==> src/rtl/mips_params.svh <==
`ifndef MIPS_PARAMS_SVH
`define MIPS_PARAMS_SVH

// Instruction memory depth in 32-bit words
`define MIPS_IMEM_WORDS 64

// Word address width, log2 of the depth
`define MIPS_IMEM_AW 6

// All-ones word stops the core when it reaches execute
`define MIPS_HALT_WORD 32'hFFFF_FFFF

`endif
==> src/rtl/mips_pkg.sv <==
package mips_pkg;

    // Machine word and register index
    typedef logic [31:0] word_t;
    typedef logic [4:0]  reg_idx_t;

    // ALU operations
    typedef enum logic [3:0] {
        ALU_ADD,
        ALU_SUB,
        ALU_AND,
        ALU_OR,
        ALU_NOR,
        ALU_XOR,
        ALU_SLT,
        ALU_SLL
    } alu_op_e;

    //////////////////////////////
    // Opcode field, bits 31:26
    //////////////////////////////
    localparam logic [5:0] OP_RTYPE = 6'b000000;
    localparam logic [5:0] OP_ADDI  = 6'b001000;
    localparam logic [5:0] OP_ORI   = 6'b001101;
    localparam logic [5:0] OP_SLTI  = 6'b001010;
    localparam logic [5:0] OP_BEQ   = 6'b000100;

    //////////////////////////////
    // Funct field for R-type, bits 5:0
    //////////////////////////////
    localparam logic [5:0] FN_SLL  = 6'b000000;
    localparam logic [5:0] FN_ADD  = 6'b100000;
    localparam logic [5:0] FN_SUB  = 6'b100010;
    localparam logic [5:0] FN_SUBU = 6'b100011;
    localparam logic [5:0] FN_AND  = 6'b100100;
    localparam logic [5:0] FN_OR   = 6'b100101;
    localparam logic [5:0] FN_XOR  = 6'b100110;
    localparam logic [5:0] FN_NOR  = 6'b100111;
    localparam logic [5:0] FN_SLT  = 6'b101010;

endpackage

==> src/rtl/alu.sv <==
`timescale 1ns/1ps

module alu import mips_pkg::*;
(
    input  word_t      a,
    input  word_t      b,
    input  logic [4:0] shamt,
    input  alu_op_e    op,
    output word_t      result,
    output logic       zero
);

    logic a_lt_b;

    // Signed compare for SLT and SLTI
    assign a_lt_b = ($signed(a) < $signed(b));

    //////////////////////////////
    // Operation select
    //////////////////////////////
    always_comb
    begin
        case (op)
            // Wraps modulo 2^32
            ALU_ADD: result = a + b;
            ALU_SUB: result = a - b;
            ALU_AND: result = a & b;
            ALU_OR:  result = a | b;
            ALU_NOR: result = ~(a | b);
            ALU_XOR: result = a ^ b;
            ALU_SLT: result = {31'd0, a_lt_b};
            // Shift operand is rt, not rs
            ALU_SLL: result = b << shamt;
            default: result = '0;
        endcase
    end

    // Used by BEQ with op sub
    assign zero = (result == '0);

endmodule

==> config.mk <==
export PLATFORM = sky130hd
export DESIGN_NAME = alu
export DESIGN_NICKNAME = d
export VERILOG_FILES = /design/src/rtl/mips_params.svh /design/src/rtl/mips_pkg.sv /design/src/rtl/alu.sv
export SDC_FILE = /design/constraint.sdc
export NUM_CORES = 1
export LEC_CHECK = 0
export ABC_CLOCK_PERIOD_IN_PS = 7300
export CELL_PAD_IN_SITES_DETAIL_PLACEMENT = 0
export CELL_PAD_IN_SITES_GLOBAL_PLACEMENT = 1
export CORE_MARGIN = 5
export CORE_UTILIZATION = 49
export DETAILED_ROUTE_END_ITERATION = 6
export DONT_BUFFER_PORTS = 1
export MAX_ROUTING_LAYER = met4
export PLACE_DENSITY = 0.89
export SETUP_SLACK_MARGIN = 0.5
export SLEW_MARGIN = 20
export SYNTH_ARGS = -nofsm -noshare
export SYNTH_HDL_FRONTEND = slang
export SYNTH_SLANG_ARGS = --single-unit
==> constraint.sdc <==
create_clock -name vclk -period 7.3
set_input_delay 1.46 -clock vclk [all_inputs]
set_output_delay 1.46 -clock vclk [all_outputs]
set_load 0.02 [all_outputs]
==> run summary <==
status = finished, final reports clean
DR vias/cell = 7.13
crit-path max cell delay = 0.61 ns
final setup TNS = 0 ns
antenna cells = 0
internal power = 0.249 mW
average size of a mapped cell = 6.93 um2
Seq. cell area = 0 um2
Peak VDD IR = 33.6 uV
routed vias = 8850
P per Cell Area = 79.7 nW/um2
share of layout cells above drive strength 1 = 14.2%
Static Leak = 3.46 nW
post-synth top area cell = ha_1
detailed placer's ending HPWL = 24.9 mm
# hold bufs at CTS = 0
Hold Startpoint = op[0]
CP endpoint kind = output port
fmax = 0.149 GHz
max-slew violations = 0
Clk pwr share = 0%
post-synthesis cell type count = 83
ANT nets after route = 0
floorplan row count = 45
max_cap viols = 0
post-synth top area share = 17.2%
IO Pins = 106
mux share of post-synthesis cell area = 14.7%
Mapped Cells = 1092
Relative slew margins = 20.3%
gr ovfl total = 0
crit path max-delay cell type = or4_4
Synth top cells by count = 115 x a21oi_1, 104 x ha_1, 95 x nor2_1
CP max FO = 8
Hold Crit Class = input port to output port
startpoint type of the worst setup path = input port
Sw Ratio = 61.5%
Total Routing Usage GR = 34.2%
largest net degree at the start of global routing = 89
GR peak layer = met2
Reg power frac = 0%
Total Wirelength = 31.7 mm
DRC errors left = 0
top area cells in the synthesized netlist = ha_1 17%, a21oi_1 7.6%, mux2i_1 7.3%
I/O Buffers = 0
Synth Area in Compound Gates = 34.2%
Die Wd = 134 um
worst setup margin = 0.600 ns
worst-margin pin slew = 1.18 ns
crit path cell chain = inv_1, ha_4, buf_4, nor4_4, o31ai_2, a2111oi_4, o2111ai_1, nor4b_1, o41ai_2, xor2_1, a211o_1, or4_4, nor4_4, buf_4
initial antenna violation count = 0
Die ar. = 18000 um2
Fin. Hold Viols = 0
GR Util met2 = 52.4%
initial DRC count = 1296
final worst path period share = 91.8%
Nets = 1234
Setup violations, final = 0
met1 Use GR = 46.3%
crit path kind = input port to output port
TritonRoute pass-1 iters = 6
Post-Synth Simple-Gate Area = 20.4%
GPL Wtd Cong = 1.03
Die Y = 134 um
RSZ-0062 raised after global routing = false
Worst Path Buf+Inv = 3
sequential fraction of the synthesis area = 0%
total power = 0.648 mW
critical path's top delay family = simple AND/OR/NAND/NOR gates
Util after Layout = 53.5%
Hold Crit Depth = 3
layout clock buffer count = 0
post-placement setup slack = 0.249 ns
Synth Area in Adders = 17.7%
WL/cell = 25.6 um
net load switching power = 0.398 mW
vias in the first global route = 8123
Synth Net Count = 1271
combinational power share = 100.0%
fin crit period = 6.70 ns
WP data required = 5.84 ns
largest family of logic cells by synthesized area = compound AO/OA/AOI/OAI gates
Initial Util = 49.8%
xor/xnor cell area share of the yosys netlist = 3.01%
Ys Warns = 0
core box area = 15200 um2
FF+latch count = 0
global-route wire length before repair = 48.2 mm
Post-Syn Area = 7570 um2
hold_ws = 3.22 ns
GR Layer Usage met3 = 7.24%
Worst Hold Endpoint = result[1]
top-count cell post-synth = a21oi_1
Levels on crit path = 14
P&R area growth vs syn = 7.43%
CP arrival = 5.24 ns
## metal layers
metal,up-vias,part of all wire [%]
met5,-,0
met4,0,3.0
met3,94,12
met2,576,44
met1,4193,41
li1,3987,-
## repair_timing
action | in CTS | in global routing
endpoints found under the setup margin | 1 | 1
pin swaps | 2 | 11
buffers inserted | 0 | 7
gates resized for setup | 15 | 60
## layout by cell type, fill, tap and decap left out, types with 8 or more instances in the layout
cell type / Yosys / layout
nor2_1: 95 / 94
o21ai_0: 74 / 69
nor4_1: 14 / 12
o31ai_1: 17 / 15
buf_4: 1 / 44
nor3_1: 24 / 23
a21o_1: 14 / 14
o221ai_1: 11 / 11
o211ai_1: 14 / 14
a211oi_1: 21 / 18
a21oi_1: 115 / 107
nand3_1: 16 / 16
a221oi_1: 22 / 21
mux2i_1: 55 / 55
nand2b_1: 10 / 10
a221o_1: 10 / 8
a31oi_1: 11 / 9
mux2_2: 9 / 9
xnor2_1: 19 / 19
nand2_1: 70 / 70
inv_1: 91 / 91
a21oi_2: 1 / 8
and2_1: 11 / 11
ha_1: 104 / 89
nor2b_1: 20 / 19
mux4_2: 19 / 19
ha_2: 0 / 9
## metrics by stage
step | instance area [um2] | instances
CTS | 7780 | 1234
global route | 8130 | 1241
global placement | 7700 | 1234
detailed placement | 7700 | 1234
finish | 8130 | 1241
floorplan | 7570 | 1092
## tightest hold or removal path, cell delays in order
cell	delay (ns)
nand2_1	0.03
o21ai_0	0.06
o21ai_1	0.21
## power by group through the flow
stage,Combinational (mW),Clock (mW),Sequential [mW]
finish,0.648,0,0
global route,0.691,0,0
CTS,0.591,0,0
detailed placement,0.581,0,0
global placement,0.582,0,0
floorplan,0.449,0,0
## kinds of logic after synthesis
kind of cell,count (synthesis)
XOR/XNOR,26
multiplexers,86
buffers and inverters,179
adder cells (fa/ha/maj),106
AND/OR/NAND/NOR,309
AO/OA/AOI/OAI,386
## worst max path at each step
stage | slack, ns | to | from
after floorplan | 0.72 | zero | b[7]
after global placement | 0.26 | zero | b[6]
after detailed placement | 0.25 | zero | b[6]
after CTS | 0.51 | zero | b[6]
after global routing | 0.48 | zero | b[5]
final | 0.60 | zero | b[6]
## cell type report
cell class	count	area, um2
fillers	1562	7070
multi-input cells	913	7200
repair buffers	46	340
well taps	188	235
inverters	94	353
(Power assumes the default switching activity.)
