**src/rtl/mips_params.svh**
```systemverilog
`ifndef MIPS_PARAMS_SVH
`define MIPS_PARAMS_SVH

// Instruction memory depth in 32-bit words
`define MIPS_IMEM_WORDS 64

// Word address width, log2 of the depth
`define MIPS_IMEM_AW 6

// All-ones word stops the core when it reaches execute
`define MIPS_HALT_WORD 32'hFFFF_FFFF

`endif
```
**src/rtl/mips_pkg.sv**
```systemverilog
package mips_pkg;

    // Machine word and register index
    typedef logic [31:0] word_t;
    typedef logic [4:0]  reg_idx_t;

    // ALU operations
    typedef enum logic [3:0] {
        ALU_ADD,
        ALU_SUB,
        ALU_AND,
        ALU_OR,
        ALU_NOR,
        ALU_XOR,
        ALU_SLT,
        ALU_SLL
    } alu_op_e;

    //////////////////////////////
    // Opcode field, bits 31:26
    //////////////////////////////
    localparam logic [5:0] OP_RTYPE = 6'b000000;
    localparam logic [5:0] OP_ADDI  = 6'b001000;
    localparam logic [5:0] OP_ORI   = 6'b001101;
    localparam logic [5:0] OP_SLTI  = 6'b001010;
    localparam logic [5:0] OP_BEQ   = 6'b000100;

    //////////////////////////////
    // Funct field for R-type, bits 5:0
    //////////////////////////////
    localparam logic [5:0] FN_SLL  = 6'b000000;
    localparam logic [5:0] FN_ADD  = 6'b100000;
    localparam logic [5:0] FN_SUB  = 6'b100010;
    localparam logic [5:0] FN_SUBU = 6'b100011;
    localparam logic [5:0] FN_AND  = 6'b100100;
    localparam logic [5:0] FN_OR   = 6'b100101;
    localparam logic [5:0] FN_XOR  = 6'b100110;
    localparam logic [5:0] FN_NOR  = 6'b100111;
    localparam logic [5:0] FN_SLT  = 6'b101010;

endpackage

```
**src/rtl/fetch_unit.sv**
```systemverilog
`timescale 1ns/1ps

module fetch_unit import mips_pkg::*;
(
    input  logic  i_clk,
    input  logic  arst_n,
    input  logic  run,
    input  logic  branch_taken,
    input  word_t branch_target,
    input  logic  halt_seen,
    output word_t pc,
    output word_t exec_pc,
    output logic  instr_valid,
    output logic  halted
);

    logic fetch_en;

    // Fetch stops at the same edge the halt word executes
    assign fetch_en = run && !halted && !halt_seen;

    //////////////////////////////
    // PC and execute-slot tracking
    //////////////////////////////
    always_ff @(posedge i_clk or negedge arst_n)
    begin
        if (!arst_n)
        begin
            pc          <= '0;
            exec_pc     <= '0;
            instr_valid <= 1'b0;
            halted      <= 1'b0;
        end
        else
        begin
            // Sticky until reset
            if (halt_seen)
                halted <= 1'b1;

            if (fetch_en)
            begin
                // Word read at this edge belongs to the current pc
                exec_pc     <= pc;
                // Slot behind a taken branch is killed
                instr_valid <= !branch_taken;
                if (branch_taken)
                    pc <= branch_target;
                else
                    pc <= pc + 32'd4;
            end
            else
            begin
                instr_valid <= 1'b0;
            end
        end
    end

endmodule

```
**config.mk**
```make
export PLATFORM = sky130hd
export DESIGN_NAME = fetch_unit
export DESIGN_NICKNAME = d
export VERILOG_FILES = /design/src/rtl/mips_params.svh /design/src/rtl/mips_pkg.sv /design/src/rtl/fetch_unit.sv
export SDC_FILE = /design/constraint.sdc
export NUM_CORES = 1
export LEC_CHECK = 0
export ABC_AREA = 1
export BUFFER_PORTS_ARGS = -buffer_cell sky130_fd_sc_hd__buf_4
export CORE_ASPECT_RATIO = 1.4
export CORE_MARGIN = 2
export CORE_UTILIZATION = 52
export DETAILED_ROUTE_END_ITERATION = 8
export PLACE_DENSITY = 0.8
export SYNTH_ARGS = -nofsm -noshare
export SYNTH_HDL_FRONTEND = slang
export SYNTH_SLANG_ARGS = --single-unit
```
**constraint.sdc**
```tcl
create_clock -name i_clk -period 1.9 [get_ports i_clk]
set_input_delay 0.095 -clock i_clk [delete_from_list [all_inputs] [get_ports i_clk]]
set_output_delay 0.095 -clock i_clk [all_outputs]
set_load 0.005 [all_outputs]
```
==> key figures <==
Power and ir drop
  – Worst voltage drop across the vdd grid: 0.706 mV
  – Sw Ratio: 28.2%
  – Final Power: 3910 µW
  – Net switching power: 1100 µW
  – Power per unit of standard cell area: 829 nW/µm²
  – Clock share of power: 37.1%
  – Internal cell power: 2810 µW
  – Fraction of power consumed by combinational cells: approximately a fifth
  – Leakage: 0.00248 µW
  – Power share of the sequential group: 43.7%

Global routing
  – Number of antenna violations at the first check in global routing: 0
  – Congestion Overflow GR: 0
  – Number of global-route vias before repair: 3536
  – Overall global routing resource usage: 28.6%
  – Largest net degree at the start of global routing: 67
  – First-pass GRT wire length: between 15000 and 20000 µm

Synth
  – Synthesized Nets: 533
  – Dominant cells by area after synthesis: dfrtp_1, nand2_1, o21ai_0, nand3_1, inv_1
  – Share of synthesized area occupied by flip-flops and latches: 46.2%
  – Syn Std Cell Area: roughly 3600 µm²
  – Count of cell types in the netlist: 25
  – Avg Inst Size Synth: 7.22 µm²
  – Cell type with the highest aggregate area in the netlist: dfrtp_1
  – Synth warn: 0
  – Share of the synthesized area in the top cell type: approximately 46%
  – Yosys reg bits: 66
  – Gate count after technology mapping: 495

Floorplan
  – Ports placed on the boundary: 103
  – Initial Utilization: 54.1%
  – Number of rows in the core area: 35
  – Area of the die: 7570 µm²
  – Die X: between 70 and 80 µm
  – Die H: 102 µm
  – Area of the placeable core: 6610 µm²

Clock network
  – CTS resizes: 0
  – Root buffer cell: clkbuf_8
  – Inserted Clock Buffers: 9
  – Buffer levels on the longest clock path: 2
  – Setup Fix Bufs, Post-CTS: 0
  – Latest clock arrival within the worst-skew pair: 0.34 ns
  – Register clock-pin slew on the reported worst setup and hold paths: 0.07 ns
  – TritonCTS clock tree: yes
  – CTS hold repair buffers: 7
  – Sinks on the clock net: 66
  – Max H-tree Level: 3

STA
  – Slack of the critical path: about 0.27 ns
  – Least-Margin Pin Slew: 0.855 ns
  – Final Slew Violations: 0
  – Final period utilization: 85.6%
  – Final hold violation count: 0
  – Minimum clock period after layout: 1.63 ns
  – Clock skew after layout: approximately 0.015 ns
  – Remaining max-slew budget at the tightest pin: between 40% and 50%
  – Setup repair after global routing missed its margin: no
  – Final-layout setup total negative slack: 0 ns
  – Fmax: 615 MHz
  – Final count of negative-setup-slack endpoints: 0

Setup path
  – Type of element capturing the critical path: flip-flop
  – Arrival time of the worst setup path: 1.85 ns
  – Kind of cell adding the most delay to the critical path: simple AND/OR/NAND/NOR gates
  – Top cell by count, worst path: nand2_1
  – Ordered list of cells on the worst path: ha_1 -> nand2_1 -> nor2_1 -> nand2_1 -> nor2_1 -> nand2_1 -> nand2_1 -> nand2_1 -> nand2_1 -> nand2_1
  – Critical path's slowest cell: dfrtp_1
  – Startpoint-to-endpoint class of the critical path: flip-flop to flip-flop
  – Buf+Inv Stages, Crit Path: 0
  – Largest fanout of any net on the critical path: 6
  – CP Launch Type: flip-flop
  – CP required: 2.13 ns
  – Maximum single-stage delay on the critical path: 0.46 ns

Final layout
  – Commonest cells after routing, fill and taps aside: nand2_1, buf_4, dfrtp_1, inv_1, o21ai_0
  – Multi-input combinational cell area: around 1600 µm²
  – Antenna fix cells: 0
  – Number of filler instances in the final layout: 562
  – Fraction of layout instances using a drive strength above 1: 22.4%
  – Footprint of the flip-flops and latches: 1650 µm²
  – Nets: 641
  – Commonest non-fill, non-tap cell in the layout: nand2_1
  – Final cell utilization of the core: 71.3%
  – Cell area after layout: 4720 µm²
  – Synthesis-to-layout area growth: 31.9%

Placed design
  – Placed Instance Area: 4400 µm²
  – Final RePlAce weighted congestion: 0.908
  – Pre-CTS WS: 0.305 ns
  – Port-buffer cells: 102
  – Hpwl dp: 7230 µm

Hold path
  – Hold/Removal Path Class: input pin to flip-flop

Drt
  – Detailed Route WL: a little under 10000 µm
  – WL/cell: 14.1 µm
  – Number of iterations in the first detailed-routing pass: 5
  – DRC violations left: 0
  – Routed via count divided by cell count: roughly 5.1
  – Via count: 3547
  – Iteration-0 DRC Markers: 217
  – Remaining number of nets flagged by the antenna check after routing: 0

Outcome
  – Run status: completed

Flow run
  – Maximum Capacitance Violations: 0
cell usage after synthesis (all sizes together):
cell type	number
a21oi	2
buf	11
clkbuf	7
dfrtp	66
ha	1
inv	63
mux2	2
nand2	170
nand3	47
nand3b	1
nor2	49
o211ai	1
o21ai	56
o21bai	3
o221ai	2
xnor2	1
xor2	13
layout make-up:
cell class | instances | share of cell area (%)
tap | 92 | 2.44
multi-input combinational | 348 | 33.7
inverter | 63 | 5.01
timing repair buffer | 115 | 18.7
clock buffer | 10 | 2.71
clock inverter | 6 | 2.44
sequential | 66 | 35.0
sequential cells by signal, indices dropped and copies added (netlist names):
signal and cells:
halted 1, pc 32, instr_valid 1, exec_pc 32
tightest hold or removal path, delay by kind of cell:
family        cells  cell delay, ns
buf+inv           1            0.08
simple gates      2            0.15
power by group through the flow:
stage | registers (µW) | logic [µW] | clock network [µW]
3_5_place_dp | 1730 | 738 | 0
4_1_cts | 1710 | 755 | 1460
3_3_place_gp | 1730 | 727 | 0
6_report | 1710 | 747 | 1450
5_1_grt | 1730 | 851 | 1530
2_1_floorplan | 1710 | 326 | 0
kinds of logic after synthesis:
family,synth area share [%]
XOR/XNOR,3.43
multiplexers,0.630
AO/OA/AOI/OAI,9.45
AND/OR/NAND/NOR,30.5
flip-flops,46.2
buffers and inverters,9.41
adder cells (fa/ha/maj),0.350
routing by layer:
layer | global-route usage, % | part of all wire [%] | up-vias
met5 | 0 | 0 | -
li1 | - | - | 1756
met3 | 5.13 | 5.5 | 10
met1 | 36.6 | 41 | 1673
met2 | 49.5 | 53 | 108
met4 | 7.55 | 1.1 | 0
final timing paths:
check                                      start     endpoint  slack (ns)  depth (start not counted)
worst min-delay path            branch_target[3]        pc[3]        0.02                          3
max in group asynchronous                 arst_n  exec_pc[24]        0.93                          2
worst max-delay path                       pc[3]       pc[28]        0.27                         10
worst min register to register       exec_pc[21]  exec_pc[21]        0.49                          2
min in group asynchronous                 arst_n  exec_pc[27]        0.39                          2
worst max register to register             pc[3]       pc[28]        0.27                         10
metrics by stage:
stage,hold WS (ns),std cells
final,0.0179,700
after global routing,0.0355,700
after CTS,0.0134,700
after detailed placement,0.258,677
after global placement,0.252,677
after floorplan,-0.201,495
Power figures use the tool's default switching activity.
