**src/rtl/mips_params.svh**
```systemverilog
`ifndef MIPS_PARAMS_SVH
`define MIPS_PARAMS_SVH

// Instruction memory depth in 32-bit words
`define MIPS_IMEM_WORDS 64

// Word address width, log2 of the depth
`define MIPS_IMEM_AW 6

// All-ones word stops the core when it reaches execute
`define MIPS_HALT_WORD 32'hFFFF_FFFF

`endif
```
**src/rtl/mips_pkg.sv**
```systemverilog
package mips_pkg;

    // Machine word and register index
    typedef logic [31:0] word_t;
    typedef logic [4:0]  reg_idx_t;

    // ALU operations
    typedef enum logic [3:0] {
        ALU_ADD,
        ALU_SUB,
        ALU_AND,
        ALU_OR,
        ALU_NOR,
        ALU_XOR,
        ALU_SLT,
        ALU_SLL
    } alu_op_e;

    //////////////////////////////
    // Opcode field, bits 31:26
    //////////////////////////////
    localparam logic [5:0] OP_RTYPE = 6'b000000;
    localparam logic [5:0] OP_ADDI  = 6'b001000;
    localparam logic [5:0] OP_ORI   = 6'b001101;
    localparam logic [5:0] OP_SLTI  = 6'b001010;
    localparam logic [5:0] OP_BEQ   = 6'b000100;

    //////////////////////////////
    // Funct field for R-type, bits 5:0
    //////////////////////////////
    localparam logic [5:0] FN_SLL  = 6'b000000;
    localparam logic [5:0] FN_ADD  = 6'b100000;
    localparam logic [5:0] FN_SUB  = 6'b100010;
    localparam logic [5:0] FN_SUBU = 6'b100011;
    localparam logic [5:0] FN_AND  = 6'b100100;
    localparam logic [5:0] FN_OR   = 6'b100101;
    localparam logic [5:0] FN_XOR  = 6'b100110;
    localparam logic [5:0] FN_NOR  = 6'b100111;
    localparam logic [5:0] FN_SLT  = 6'b101010;

endpackage

```
**src/rtl/reg_file.sv**
```systemverilog
`timescale 1ns/1ps

module reg_file import mips_pkg::*;
(
    input  logic     i_clk,
    input  logic     arst_n,
    input  reg_idx_t rs,
    input  reg_idx_t rt,
    output word_t    rs_data,
    output word_t    rt_data,
    input  logic     we,
    input  reg_idx_t wr_reg,
    input  word_t    wr_data
);

    word_t regs [32];

    // Write port, r0 never stored
    always_ff @(posedge i_clk or negedge arst_n)
    begin
        if (!arst_n)
        begin
            for (int i = 0; i < 32; i++)
                regs[i] <= '0;
        end
        else if (we && (wr_reg != '0))
        begin
            regs[wr_reg] <= wr_data;
        end
    end

    // Combinational reads
    // r0 forced to zero
    assign rs_data = (rs == '0) ? '0 : regs[rs];
    assign rt_data = (rt == '0) ? '0 : regs[rt];

endmodule

```
**config.mk**
```make
export PLATFORM = sky130hd
export DESIGN_NAME = reg_file
export DESIGN_NICKNAME = d
export VERILOG_FILES = /design/src/rtl/mips_params.svh /design/src/rtl/mips_pkg.sv /design/src/rtl/reg_file.sv
export SDC_FILE = /design/constraint.sdc
export NUM_CORES = 2
export LEC_CHECK = 0
export BUFFER_PORTS_ARGS = -buffer_cell sky130_fd_sc_hd__clkbuf_2
export CAP_MARGIN = 30
export CORE_ASPECT_RATIO = 1.4
export CORE_MARGIN = 2
export CORE_UTILIZATION = 43
export DETAILED_ROUTE_END_ITERATION = 7
export GPL_TIMING_DRIVEN = 0
export HOLD_SLACK_MARGIN = 0.02
export MAX_ROUTING_LAYER = met4
export PLACE_DENSITY = 0.69
export SYNTH_ARGS = -nofsm -noshare
export SYNTH_HDL_FRONTEND = slang
export SYNTH_SLANG_ARGS = --single-unit
```
**constraint.sdc**
```tcl
create_clock -name i_clk -period 3.5 [get_ports i_clk]
set_input_delay 0.35 -clock i_clk [delete_from_list [all_inputs] [get_ports i_clk]]
set_output_delay 0.35 -clock i_clk [all_outputs]
set_load 0.01 [all_outputs]
```
==> flow_summary_export.csv <==
group,metric,value,unit
detailed_routing,route.antenna.remaining_nets,0,
power,power_leakage,26.50,nW
finish,net_count_of_the_finished_layout,3915,
synthesis,synth.avg_cell_area,15.02,µm²
status,result_of_the_run,"finished with violations",
synthesis,synthesis.instances,3621,
cts,ctsHtreeMaxLevel,3,
floorplan,floorplan.initialDensity,0.4328,
cts,setup_bufs_post_cts,0,
finish,regArea,25620,µm²
sta,final.period_utilization,1.062,
detailed_routing,drt_wl_total,196000,µm
place,post_dp_cell_area,57320,µm²
sta,hold-worst-slack,-0.8304,ps
synthesis,ys_types,35,
sta,achievable-frequency,269.0,MHz
worst_setup_path,critical_path_arrival,3370,ps
worst_setup_path,worstPathMaxFanout,10,
flow_run,maxCapViolations,0,
detailed_routing,met1_length,70140,µm
power,power_dens_cells,577.5,nW/µm²
worst_hold_path,min_path_type,"in -> reg",
finish,final.fill_count,10838,
detailed_routing,wl_per_cell,34.98,µm
finish,reg.largest.list,"regs: 1024 flops",
worst_setup_path,cp-start-kind,"primary input",
global_routing,antenna_found_initial,11,
finish,final_cell_mix,"1046 x sky130_fd_sc_hd__mux2_2, 1024 x sky130_fd_sc_hd__dfrtp_1, 448 x sky130_fd_sc_hd__mux4_2",
finish,final_cells,5603,
detailed_routing,highest_layer,"met4",
synthesis,yosys_register_bits,1024,
global_routing,overflow,0,
place,routabilityCongestion,1.028,
finish,finish.utilization,0.4914,
place,port_buffers,103,
place,place_inst,5380,
synthesis,synth_nets,3671,
cts,clock-sinks,1024,
cts,clock_root_buffer_master,"sky130_fd_sc_hd__clkbuf_16",
finish,final_common_cell,"sky130_fd_sc_hd__mux2_2",
global_routing,grtUsageTotal,0.3129,
detailed_routing,dr_wl_met3,17220,µm
status,failed_checks,"negative hold slack, negative setup slack",
finish,area_growth,13.54,%
sta,timing_hold_violations_final,1,
global_routing,grt_start_max_net_pins,115,
floorplan,die_w,304.5,µm
cts,clk-insertion-delay-late,720,ps
floorplan,fp-row-count,154,
worst_setup_path,critPathRequiredTime,3150,ps
global_routing,first_global_vias,38567,
synthesis,yosysWarningCount,0,
finish,proportion_of_layout_cells_with_a_drive_suffix_above_1,0.5290,
place,place_worst_setup_slack,-890.6,ps
place,detailed_place_hpwl,141700,µm
detailed_routing,drt_pass1_iterations,5,
worst_setup_path,timing.setup.critical_path_class,"in -> out",
detailed_routing,first_iter_violations,3793,
synthesis,synth_seq_area_share,0.4713,
synthesis,netlist_area,54370,µm²
floorplan,die_area,129300,µm²
global_routing,grt_pass1_wl,279500,µm
sta,finalSetupViolations,29,
floorplan,core,125600,µm²
sta,worst-slew-pin-transition,1060,ps
sta,final_critical_path_setup_slack,-217.4,ps
finish,largest_reg_flops,1024,
cts,tritoncts_clock_tree,"built",
detailed_routing,avgViaCountPerCell,6.639,
detailed_routing,drcViolationCount,0,
finish,registers.top_by_ff_count,"regs",
detailed_routing,vias,37196,
power,power.ir.vdd_worst,0.4031,mV
sta,timing_max_transition_violations_final,0,
finish,fin_area,61730,µm²
sta,setup_skew_after_layout,0,ps
cts,cts-root-to-sink-buffers,3,
sta,max_slew_margin,0.2931,
worst_setup_path,endpoint_kind,"output pin",
detailed_routing,met2_wirelength,89580,µm
sta,finalCriticalPeriod,3717,ps
cts,worst_setup_hold_path_clk_slew,60,ps
floorplan,die_outline_height,424.7,µm
floorplan,ioPinCount,114,
finish,footprint_of_the_multi_input_gates,27170,µm²
cts,cts-buffers-inserted,107,
-- logic make-up after synthesis --
group / after synthesis / synth area share
and+or+nand+nor: 165 / 0.01611
buffers and inverters: 434 / 0.03631
muxes: 1632 / 0.4279
AOI/OAI and AO/OA: 366 / 0.04842
DFF: 1024 / 0.4713
-- metrics by stage --
step,total power (W),TNS (ps),hold slack [ps]
finish,0.03565,-1744,-0.8304
global route,0.03675,-25.25,39.82
CTS,0.03544,-3.249,22.41
detailed placement,0.02325,-32040,441.0
global placement,0.02291,-,452.4
floorplan,0.02054,0,54.41
-- final cells by class --
| class | count | area share |
|---|---|---|
| Antenna cell | 10 | 0.0004054 |
| Buffer | 430 | 0.03288 |
| Clock buffer | 167 | 0.05339 |
| Clock inverter | 32 | 0.007297 |
| Inverter | 2 | 0.0001216 |
| Multi-Input combinational cell | 2163 | 0.4401 |
| Sequential cell | 1024 | 0.4151 |
| Tap cell | 1638 | 0.03320 |
| Timing Repair Buffer | 137 | 0.01753 |
-- power by group --
part / internal, W / total, W / switching [W]
combinational: 0.00420 / 0.00762 / 0.00343
clock: 0.00718 / 0.0123 / 0.00507
sequential: 0.0141 / 0.0158 / 0.00168
-- cells in the mapped netlist --
library cell,n,share of area
sky130_fd_sc_hd__a221oi_1,46,0.0074
sky130_fd_sc_hd__mux2i_1,128,0.024
sky130_fd_sc_hd__and2_0,1,0.00012
sky130_fd_sc_hd__nor4_2,1,0.00023
sky130_fd_sc_hd__nand4b_1,3,0.00048
sky130_fd_sc_hd__nor3_1,3,0.00028
sky130_fd_sc_hd__and2_1,1,0.00012
sky130_fd_sc_hd__or3_1,3,0.00035
sky130_fd_sc_hd__o2111ai_1,18,0.0029
sky130_fd_sc_hd__buf_1,3,0.00021
sky130_fd_sc_hd__clkbuf_4,1,0.00014
sky130_fd_sc_hd__nor2_1,19,0.0013
sky130_fd_sc_hd__o21ai_1,9,0.00083
sky130_fd_sc_hd__inv_1,2,0.00014
sky130_fd_sc_hd__mux4_2,448,0.19
sky130_fd_sc_hd__o21ai_0,101,0.0093
sky130_fd_sc_hd__clkbuf_1,223,0.015
sky130_fd_sc_hd__nand4_1,1,0.00012
sky130_fd_sc_hd__or4_1,2,0.00028
sky130_fd_sc_hd__nand2_1,49,0.0034
sky130_fd_sc_hd__a211oi_1,64,0.0088
sky130_fd_sc_hd__mux2_2,1046,0.22
sky130_fd_sc_hd__buf_2,170,0.016
sky130_fd_sc_hd__buf_4,34,0.0047
sky130_fd_sc_hd__nor3b_1,2,0.00028
sky130_fd_sc_hd__a311oi_1,64,0.010
sky130_fd_sc_hd__or2_2,2,0.00023
sky130_fd_sc_hd__nor2b_1,71,0.0082
sky130_fd_sc_hd__nand2b_1,5,0.00058
sky130_fd_sc_hd__dfrtp_1,1024,0.47
sky130_fd_sc_hd__mux2_1,10,0.0021
sky130_fd_sc_hd__nand3_1,1,0.000092
sky130_fd_sc_hd__clkbuf_2,1,0.000092
sky130_fd_sc_hd__a22oi_1,64,0.0088
sky130_fd_sc_hd__and3_1,1,0.00012
-- what timing repair did --
action,in CTS,in global routing
endpoints found under the setup margin,64,32
resized for setup,66,48
endpoints found under the hold margin,80,0
pin swaps,4,3
cloned,0,0
hold buffers,11,0
-- routing by layer --
metal	global-route usage	up-vias
met5	-	-
met4	0.2645	0
met3	0.07312	643
met2	0.4642	2111
met1	0.3606	19910
li1	-	14532
-- critical path, stage by stage --
cell and delay [ps]:
sky130_fd_sc_hd__buf_2 220, sky130_fd_sc_hd__inv_1 100, sky130_fd_sc_hd__buf_2 450, sky130_fd_sc_hd__buf_4 430, sky130_fd_sc_hd__clkbuf_4 390, sky130_fd_sc_hd__o2111ai_1 420
sky130_fd_sc_hd__a311oi_2 730, sky130_fd_sc_hd__clkbuf_2 250
-- worst paths after layout --
| kind | to | start | cells after the start | slack (ps) |
|---|---|---|---|---|
| setup / recovery | rt_data[12] | rt[0] | 8 | -220 |
| hold / removal | regs[5] | wr_data[5] | 2 | -0.8 |
| setup reg to reg | regs[297] | regs[297] | 1 | 2680 |
| hold reg to reg | regs[1007] | regs[1007] | 1 | 480 |
| max in group asynchronous | regs[1000] | arst_n | 6 | 900 |
| min in group asynchronous | regs[218] | arst_n | 2 | 220 |
Power figures use the tool's default switching activity.
