## config.mk

```make
export PLATFORM = sky130hd
export DESIGN_NAME = decoder
export DESIGN_NICKNAME = d
export VERILOG_FILES = /design/src/rtl/mips_pkg.sv /design/src/rtl/decoder.sv
export VERILOG_INCLUDE_DIRS = /design/src /design/src/rtl
export SDC_FILE = /design/constraint.sdc
export NUM_CORES = 1
export LEC_CHECK = 0
export ABC_AREA = 1
export BUFFER_PORTS_ARGS = -buffer_cell sky130_fd_sc_hd__buf_2
export CORE_MARGIN = 2
export CORE_UTILIZATION = 35
export DETAILED_ROUTE_END_ITERATION = 8
export PLACE_DENSITY_LB_ADDON = 0.05
export SLEW_MARGIN = 0
export SYNTH_ARGS = -nofsm -noshare
export SYNTH_HDL_FRONTEND = slang
export SYNTH_SLANG_ARGS = --single-unit
```

## constraint.sdc

```tcl
create_clock -name vclk -period 1.5
set_input_delay 0.15 -clock vclk [all_inputs]
set_output_delay 0.15 -clock vclk [all_outputs]
set_load 0.1 [all_outputs]
```

## src/rtl/mips_params.svh

```systemverilog
`ifndef MIPS_PARAMS_SVH
`define MIPS_PARAMS_SVH

// Instruction memory depth in 32-bit words
`define MIPS_IMEM_WORDS 64

// Word address width, log2 of the depth
`define MIPS_IMEM_AW 6

// All-ones word stops the core when it reaches execute
`define MIPS_HALT_WORD 32'hFFFF_FFFF

`endif
```

## src/rtl/mips_pkg.sv

```systemverilog
package mips_pkg;

    // Machine word and register index
    typedef logic [31:0] word_t;
    typedef logic [4:0]  reg_idx_t;

    // ALU operations
    typedef enum logic [3:0] {
        ALU_ADD,
        ALU_SUB,
        ALU_AND,
        ALU_OR,
        ALU_NOR,
        ALU_XOR,
        ALU_SLT,
        ALU_SLL
    } alu_op_e;

    //////////////////////////////
    // Opcode field, bits 31:26
    //////////////////////////////
    localparam logic [5:0] OP_RTYPE = 6'b000000;
    localparam logic [5:0] OP_ADDI  = 6'b001000;
    localparam logic [5:0] OP_ORI   = 6'b001101;
    localparam logic [5:0] OP_SLTI  = 6'b001010;
    localparam logic [5:0] OP_BEQ   = 6'b000100;

    //////////////////////////////
    // Funct field for R-type, bits 5:0
    //////////////////////////////
    localparam logic [5:0] FN_SLL  = 6'b000000;
    localparam logic [5:0] FN_ADD  = 6'b100000;
    localparam logic [5:0] FN_SUB  = 6'b100010;
    localparam logic [5:0] FN_SUBU = 6'b100011;
    localparam logic [5:0] FN_AND  = 6'b100100;
    localparam logic [5:0] FN_OR   = 6'b100101;
    localparam logic [5:0] FN_XOR  = 6'b100110;
    localparam logic [5:0] FN_NOR  = 6'b100111;
    localparam logic [5:0] FN_SLT  = 6'b101010;

endpackage

```

## src/rtl/decoder.sv

```systemverilog
`timescale 1ns/1ps
`include "mips_params.svh"

module decoder import mips_pkg::*;
(
    input  word_t    instr,
    output reg_idx_t rs,
    output reg_idx_t rt,
    output reg_idx_t rd_dest,
    output alu_op_e  alu_op,
    output logic     use_imm,
    output word_t    imm,
    output logic [4:0] shamt,
    output logic     reg_write,
    output logic     is_branch,
    output logic     is_halt
);

    logic [5:0]  opcode;
    logic [5:0]  funct;
    logic [15:0] imm16;
    reg_idx_t    rd_field;

    // Instruction fields
    assign opcode   = instr[31:26];
    assign rs       = instr[25:21];
    assign rt       = instr[20:16];
    assign rd_field = instr[15:11];
    assign shamt    = instr[10:6];
    assign funct    = instr[5:0];
    assign imm16    = instr[15:0];

    assign is_halt = (instr == `MIPS_HALT_WORD);

    //////////////////////////////
    // Control decode
    //////////////////////////////
    always_comb
    begin
        // Defaults give a no-op
        alu_op    = ALU_ADD;
        use_imm   = 1'b0;
        reg_write = 1'b0;
        is_branch = 1'b0;
        rd_dest   = rt;
        // Sign extension unless ORI
        imm       = {{16{imm16[15]}}, imm16};

        case (opcode)
            OP_RTYPE:
            begin
                rd_dest   = rd_field;
                reg_write = 1'b1;
                case (funct)
                    FN_ADD:  alu_op = ALU_ADD;
                    // SUBU differs from SUB only in trapping, which is not done
                    FN_SUB,
                    FN_SUBU: alu_op = ALU_SUB;
                    FN_AND:  alu_op = ALU_AND;
                    FN_OR:   alu_op = ALU_OR;
                    FN_NOR:  alu_op = ALU_NOR;
                    FN_XOR:  alu_op = ALU_XOR;
                    FN_SLT:  alu_op = ALU_SLT;
                    FN_SLL:  alu_op = ALU_SLL;
                    default: reg_write = 1'b0;
                endcase
            end
            OP_ADDI:
            begin
                alu_op    = ALU_ADD;
                use_imm   = 1'b1;
                reg_write = 1'b1;
            end
            OP_ORI:
            begin
                alu_op    = ALU_OR;
                use_imm   = 1'b1;
                reg_write = 1'b1;
                imm       = {16'h0000, imm16};
            end
            OP_SLTI:
            begin
                alu_op    = ALU_SLT;
                use_imm   = 1'b1;
                reg_write = 1'b1;
            end
            OP_BEQ:
            begin
                // rs minus rt, zero flag decides
                alu_op    = ALU_SUB;
                is_branch = 1'b1;
            end
            default:
            begin
                reg_write = 1'b0;
                is_branch = 1'b0;
            end
        endcase
    end

endmodule

```

==> metrics.md, run 1 <==
| Metric | Value |
|---|---|
| Initial antenna violation count | `0` |
| FILL cells | `166` |
| Net total in the final layout | `211` |
| Placed instance count | `204` |
| Top post-synthesis cells by area | `buf_4 47%, nand2_1 15%, nand4_1 8.3%` |
| Multi-input logic area | `369 sq um` |
| Mapped cell area | `749 sq um` |
| Placer Congestion | `0.726` |
| Syn-to-layout area delta | `81.0%` |
| Worst setup margin | `191 ps` |
| Total leakage power | `0.755 nW` |
| Die Y | `50.3 microns` |
| IO Pins | `92` |
| Psw | `720 uW` |
| Share of layout cells above drive strength 1 | `59.3%` |
| Iter 0 DRT Violations | `6` |
| Switching Share | `77.0%` |
| Seq_cells | `0` |
| Maximum fanout along the worst path | `8` |
| CTS Hold Bufs | `0` |
| Pre-CTS WS | `195 ps` |
| Synth warnings | `0` |
| Post-layout instance area | `0.00136 sq mm` |
| Gate power share | `100.0%` |
| Synth Area in XOR/XNOR | `0%` |
| DRC errors left | `0` |
| Critical path startpoint category | `primary input` |
| Slew Viols, Final | `0` |
| Drt pass-1 iters | `4` |
| Vias in the first global route | `824` |
| Core Box Area | `0.00198 sq mm` |
| Cell row count | `16` |
| HP Class | `in -> out` |
| Total track usage | `17.1%` |
| Synth Area in Simple Gates | `42.7%` |
| Top-count cell post-synth | `buf_4` |
| Grt met1 use | `16.3%` |
| Cell Int Power | `215 uW` |
| Diodes inserted | `0` |
| Worst setup path category | `in -> out` |
| GRT busiest layer | `met2` |
| Wirelength per Cell | `10.8 microns` |
| Final cell count without fillers | `204` |
| Mux cell area share after synthesis | `0%` |
| Outcome | `completed` |
| Sequential share of power | `0%` |
| CLK BUF | `0` |
| Critical path cell sequence | `buf_2 -> nor2_2 -> nand4_4 -> clkinv_4 -> nand2_1 -> nand3_1 -> buf_12` |
| First-pass GRT wire length | `3530 microns` |
| DIE WIDTH | `50.3 microns` |
| Design Power | `936 uW` |
| Port bufs | `91` |
| Sequential Area | `0 sq um` |
| Syn Inst Count | `132` |
| Placed cell area | `0.00136 sq mm` |
| Unrepaired setup endpoints after global routing | `false` |
| Largest family of logic cells by synthesized area | `buffers and inverters` |
| Bufs and invs on worst path | `3` |
| Largest net degree at the start of global routing | `17` |
| Post-CTS Setup Bufs | `0` |
| Share of the synthesized area in the top cell type | `47.1%` |
| CTS resizes | `0` |
| Final worst path period share | `87.3%` |
| Crit path max-delay family | `simple AND/OR/NAND/NOR gates` |
| Syn Area/Cell | `5.68 sq um` |
| Power share of the clock group | `0%` |
| Post-route ant nets | `0` |
| Slowest stage delay, CP | `210 ps` |
| Mapped Nets | `164` |
| Post-synth top area cell | `buf_4` |
| Critical path required time | `1350 ps` |
| GR Layer Usage met2 | `37.7%` |
| Final WL | `2200 microns` |
| Crit. End Element | `primary output` |
| Max Cap Violations | `0` |
| Fmax | `764 MHz` |
| # setup viols final | `0` |
| Initial Util | `37.8%` |
| Post-DP HPWL | `2040 microns` |
| Die ar. | `0.00253 sq mm` |
| Max IR drop VDD | `577 uV` |
| PwrDens | `690 mW/mm^2` |
| Routed vias | `885` |
| Final hold viol count | `0` |
| Endpoint arrival time on the critical path | `1160 ps` |
| Final min period | `1310 ps` |
| GRT met3 Usage | `2.98%` |
| Register area share after synthesis | `0%` |
| Vias/cell | `4.34` |
| Synth unique cells | `16` |
| Synth Area in Compound Gates | `2.00%` |
| Most frequent cells after synthesis | `47 x buf_4, 30 x nand2_1, 12 x inv_1, 12 x nor2_1, 10 x nand4_1` |
| CP max-delay cell | `nor2_2` |
| Post-Synth Adder-Cell Area | `0%` |
| Total grt overflow | `0` |
==> power groups by stage <==
stage / clock network, mW / logic [mW] / registers [mW]
after CTS: 0 / 0.940 / 0
after global routing: 0 / 0.961 / 0
after global placement: 0 / 0.933 / 0
final: 0 / 0.936 / 0
after floorplan: 0 / 0.778 / 0
after detailed placement: 0 / 0.939 / 0
==> area by class of cell <==
type | count | share of cell area, %
well taps | 27 | 2.49
multi-input cells | 71 | 27.2
repair buffers | 92 | 66.1
inverters | 14 | 4.24
==> metal layers <==
metal  share of wire [%]  wire [microns]
met1                  33             731
met2                  58            1260
met3                 8.5             187
met4                0.55              12
met5                   0               0
==> stage by stage <==
step | TNS [ps] | hold WS [ps] | util, %
2_1_floorplan | -3750 | 512 | -
3_3_place_gp | 0 | 684 | 68.4
3_5_place_dp | 0 | 685 | 68.4
4_1_cts | 0 | 685 | 68.4
5_1_grt | 0 | 686 | 68.4
6_report | 0 | 684 | 68.4
==> path summary, 6_finish.rpt <==
check | from | end | slack, ps | depth (start not counted)
worst max-delay path | instr[31] | alu_op[0] | 190 | 7
worst min-delay path | instr[24] | rs[3] | 680 | 2
==> kinds of logic (layout without fill, tap and decap cells) <==
| logic type | after synthesis | count (layout) |
|---|---|---|
| buffers and inverters | 61 | 106 |
| and+or+nand+nor | 67 | 67 |
| other | 1 | 1 |
| AOI/OAI and AO/OA | 3 | 3 |
==> placed cells by master (no fill, tap or decap) <==
cell and n:
a21oi_1 1, buf_12 29, buf_2 63, clkinv_4 1, conb_1 1, inv_1 11
inv_2 2, nand2_1 29, nand2_8 1, nand3_1 7, nand3b_1 1, nand4_1 10
nand4_4 1, nor2_1 10, nor2_2 6, nor2_4 1, nor3_1 1, o21ai_0 1
o21ai_2 1
Power figures use the tool's default switching activity.
==> run 2: changes to the inputs <==
- PLACE_DENSITY: unset -> 0.86
- PLACE_DENSITY_LB_ADDON: 0.05 -> unset
==> metrics.md, run 2 (same netlist as run 1, synthesis figures left out) <==
| Metric | Value |
|---|---|
| Outcome | `completed` |
| TNS Setup | `0 ps (unchanged)` |
| Wirelength per Cell | `11.7 microns (+8.3%)` |
| Most frequent cells in the layout | `63 x buf_2, 29 x nand2_1, 29 x buf_12` |
| Critical path startpoint category | `primary input` |
| Post-layout instance area | `0.00136 sq mm (unchanged)` |
| Iter 0 DRT Violations | `7 (+1)` |
| Diodes inserted | `0 (unchanged)` |
| # setup viols final | `0 (unchanged)` |
| Max IR drop VDD | `543 uV (-6.0%)` |
| Critical path required time | `1350 ps (about the same)` |
| Post-CTS Setup Bufs | `0 (unchanged)` |
| Design Power | `939 uW (+0.36%)` |
| Final worst path period share | `90.2% (+2.9 points)` |
| Syn-to-layout area delta | `81.0% (unchanged)` |
| Utilization after layout | `68.4% (unchanged)` |
| Final min period | `1350 ps (+43.2 ps)` |
| Vias/cell | `4.56 (+5.1%)` |
| Hold Crit Start | `instr[25]` |
| Cell row count | `16 (unchanged)` |
| Sink of the worst hold path | `rs[4]` |
| Total leakage power | `0.755 nW (unchanged)` |
| Slowest stage delay, CP | `210 ps (about the same)` |
| Initial Util | `37.8% (unchanged)` |
| Final WL | `2380 microns (+8.3%)` |
| Endpoint arrival time on the critical path | `1200 ps (+40 ps)` |
| Critical path cell sequence | `buf_2 -> nor2_2 -> nand4_4 -> clkinv_4 -> nand2_1 -> nand3_1 -> buf_12` |
| Sequential Area | `0 sq um (unchanged)` |
| PwrDens | `692 mW/mm^2 (+0.36%)` |
| Post-route ant nets | `0 (unchanged)` |
| Unrepaired setup endpoints after global routing | `false` |
| Worst setup path category | `in -> out` |
| Share of layout cells above drive strength 1 | `59.3% (unchanged)` |
| Fmax | `739 MHz (-3.2%)` |
| Commonest non-fill, non-tap cell in the layout | `buf_2` |
| Crit path max-delay family | `simple AND/OR/NAND/NOR gates` |
| Die Y | `50.3 microns (unchanged)` |
| Max Cap Violations | `0 (unchanged)` |
| Maximum fanout along the worst path | `8 (unchanged)` |
| First-pass GRT wire length | `3660 microns (+3.7%)` |
| Drt pass-1 iters | `4 (unchanged)` |
| DIE WIDTH | `50.3 microns (unchanged)` |
| Post-DP HPWL | `2170 microns (+6.5%)` |
| CTS resizes | `0 (unchanged)` |
| CLK BUF | `0 (unchanged)` |
| CTS Hold Bufs | `0 (unchanged)` |
| IO Pins | `92 (unchanged)` |
| Crit. End Element | `primary output` |
| HP Class | `in -> out` |
| Vias in the first global route | `838 (+1.7%)` |
| CP max-delay cell | `nor2_2` |
| Initial antenna violation count | `0 (unchanged)` |
| Final hold viol count | `0 (unchanged)` |
| Routed vias | `930 (+5.1%)` |
| Placer Congestion | `0.758 (+4.4%)` |
| Port bufs | `91 (unchanged)` |
| Total grt overflow | `0 (unchanged)` |
| Seq_cells | `0 (unchanged)` |
| WHS Path Cells | `2 (unchanged)` |
| Placed cell area | `0.00136 sq mm (unchanged)` |
| Total track usage | `18.0% (+0.87 points)` |
| DRC errors left | `0 (unchanged)` |
| Hold WS | `685 ps (+0.460 ps)` |
| Core Box Area | `0.00198 sq mm (unchanged)` |
| Largest net degree at the start of global routing | `17 (unchanged)` |
| Die ar. | `0.00253 sq mm (unchanged)` |
| Net total in the final layout | `211 (unchanged)` |
| Bufs and invs on worst path | `3 (unchanged)` |
| Slew Viols, Final | `0 (unchanged)` |
## run 2: per-stage QoR
step	std cells	setup slack, ps
3_5_place_dp	204	144
6_report	204	147
5_1_grt	204	73.9
2_1_floorplan	132	-319
4_1_cts	204	132
3_3_place_gp	204	161
## run 2: area by class of cell
class,instances,area (sq um)
Fill cell,169,626
Inverter,14,57.6
Multi-Input combinational cell,71,369
Tap cell,27,33.8
Timing Repair Buffer,92,896
## run 2: power by group
part / total, mW / switching (mW) / internal, mW
registers: 0 / 0 / 0
clock network: 0 / 0 / 0
logic: 0.939 / 0.724 / 0.216
## run 2: worst max-delay path by stage
| stage | from | cells after the start | to | slack (ps) |
|---|---|---|---|---|
| 6_report | instr[31] | 7 | alu_op[0] | 150 |
| 5_1_grt | instr[31] | 7 | alu_op[0] | 70 |
| 4_1_cts | instr[31] | 7 | alu_op[0] | 130 |
| 3_5_place_dp | instr[31] | 7 | alu_op[0] | 140 |
| 3_3_place_gp | instr[31] | 7 | alu_op[0] | 160 |
| 2_1_floorplan | instr[29] | 6 | imm[17] | -320 |
## run 2: routing by layer
layer / GRT usage (%) / wire length [microns]
met1: 19.0 / 844
met2: 37.3 / 1330
met3: 1.79 / 187
met4: 3.24 / 17
met5: 0 / 0
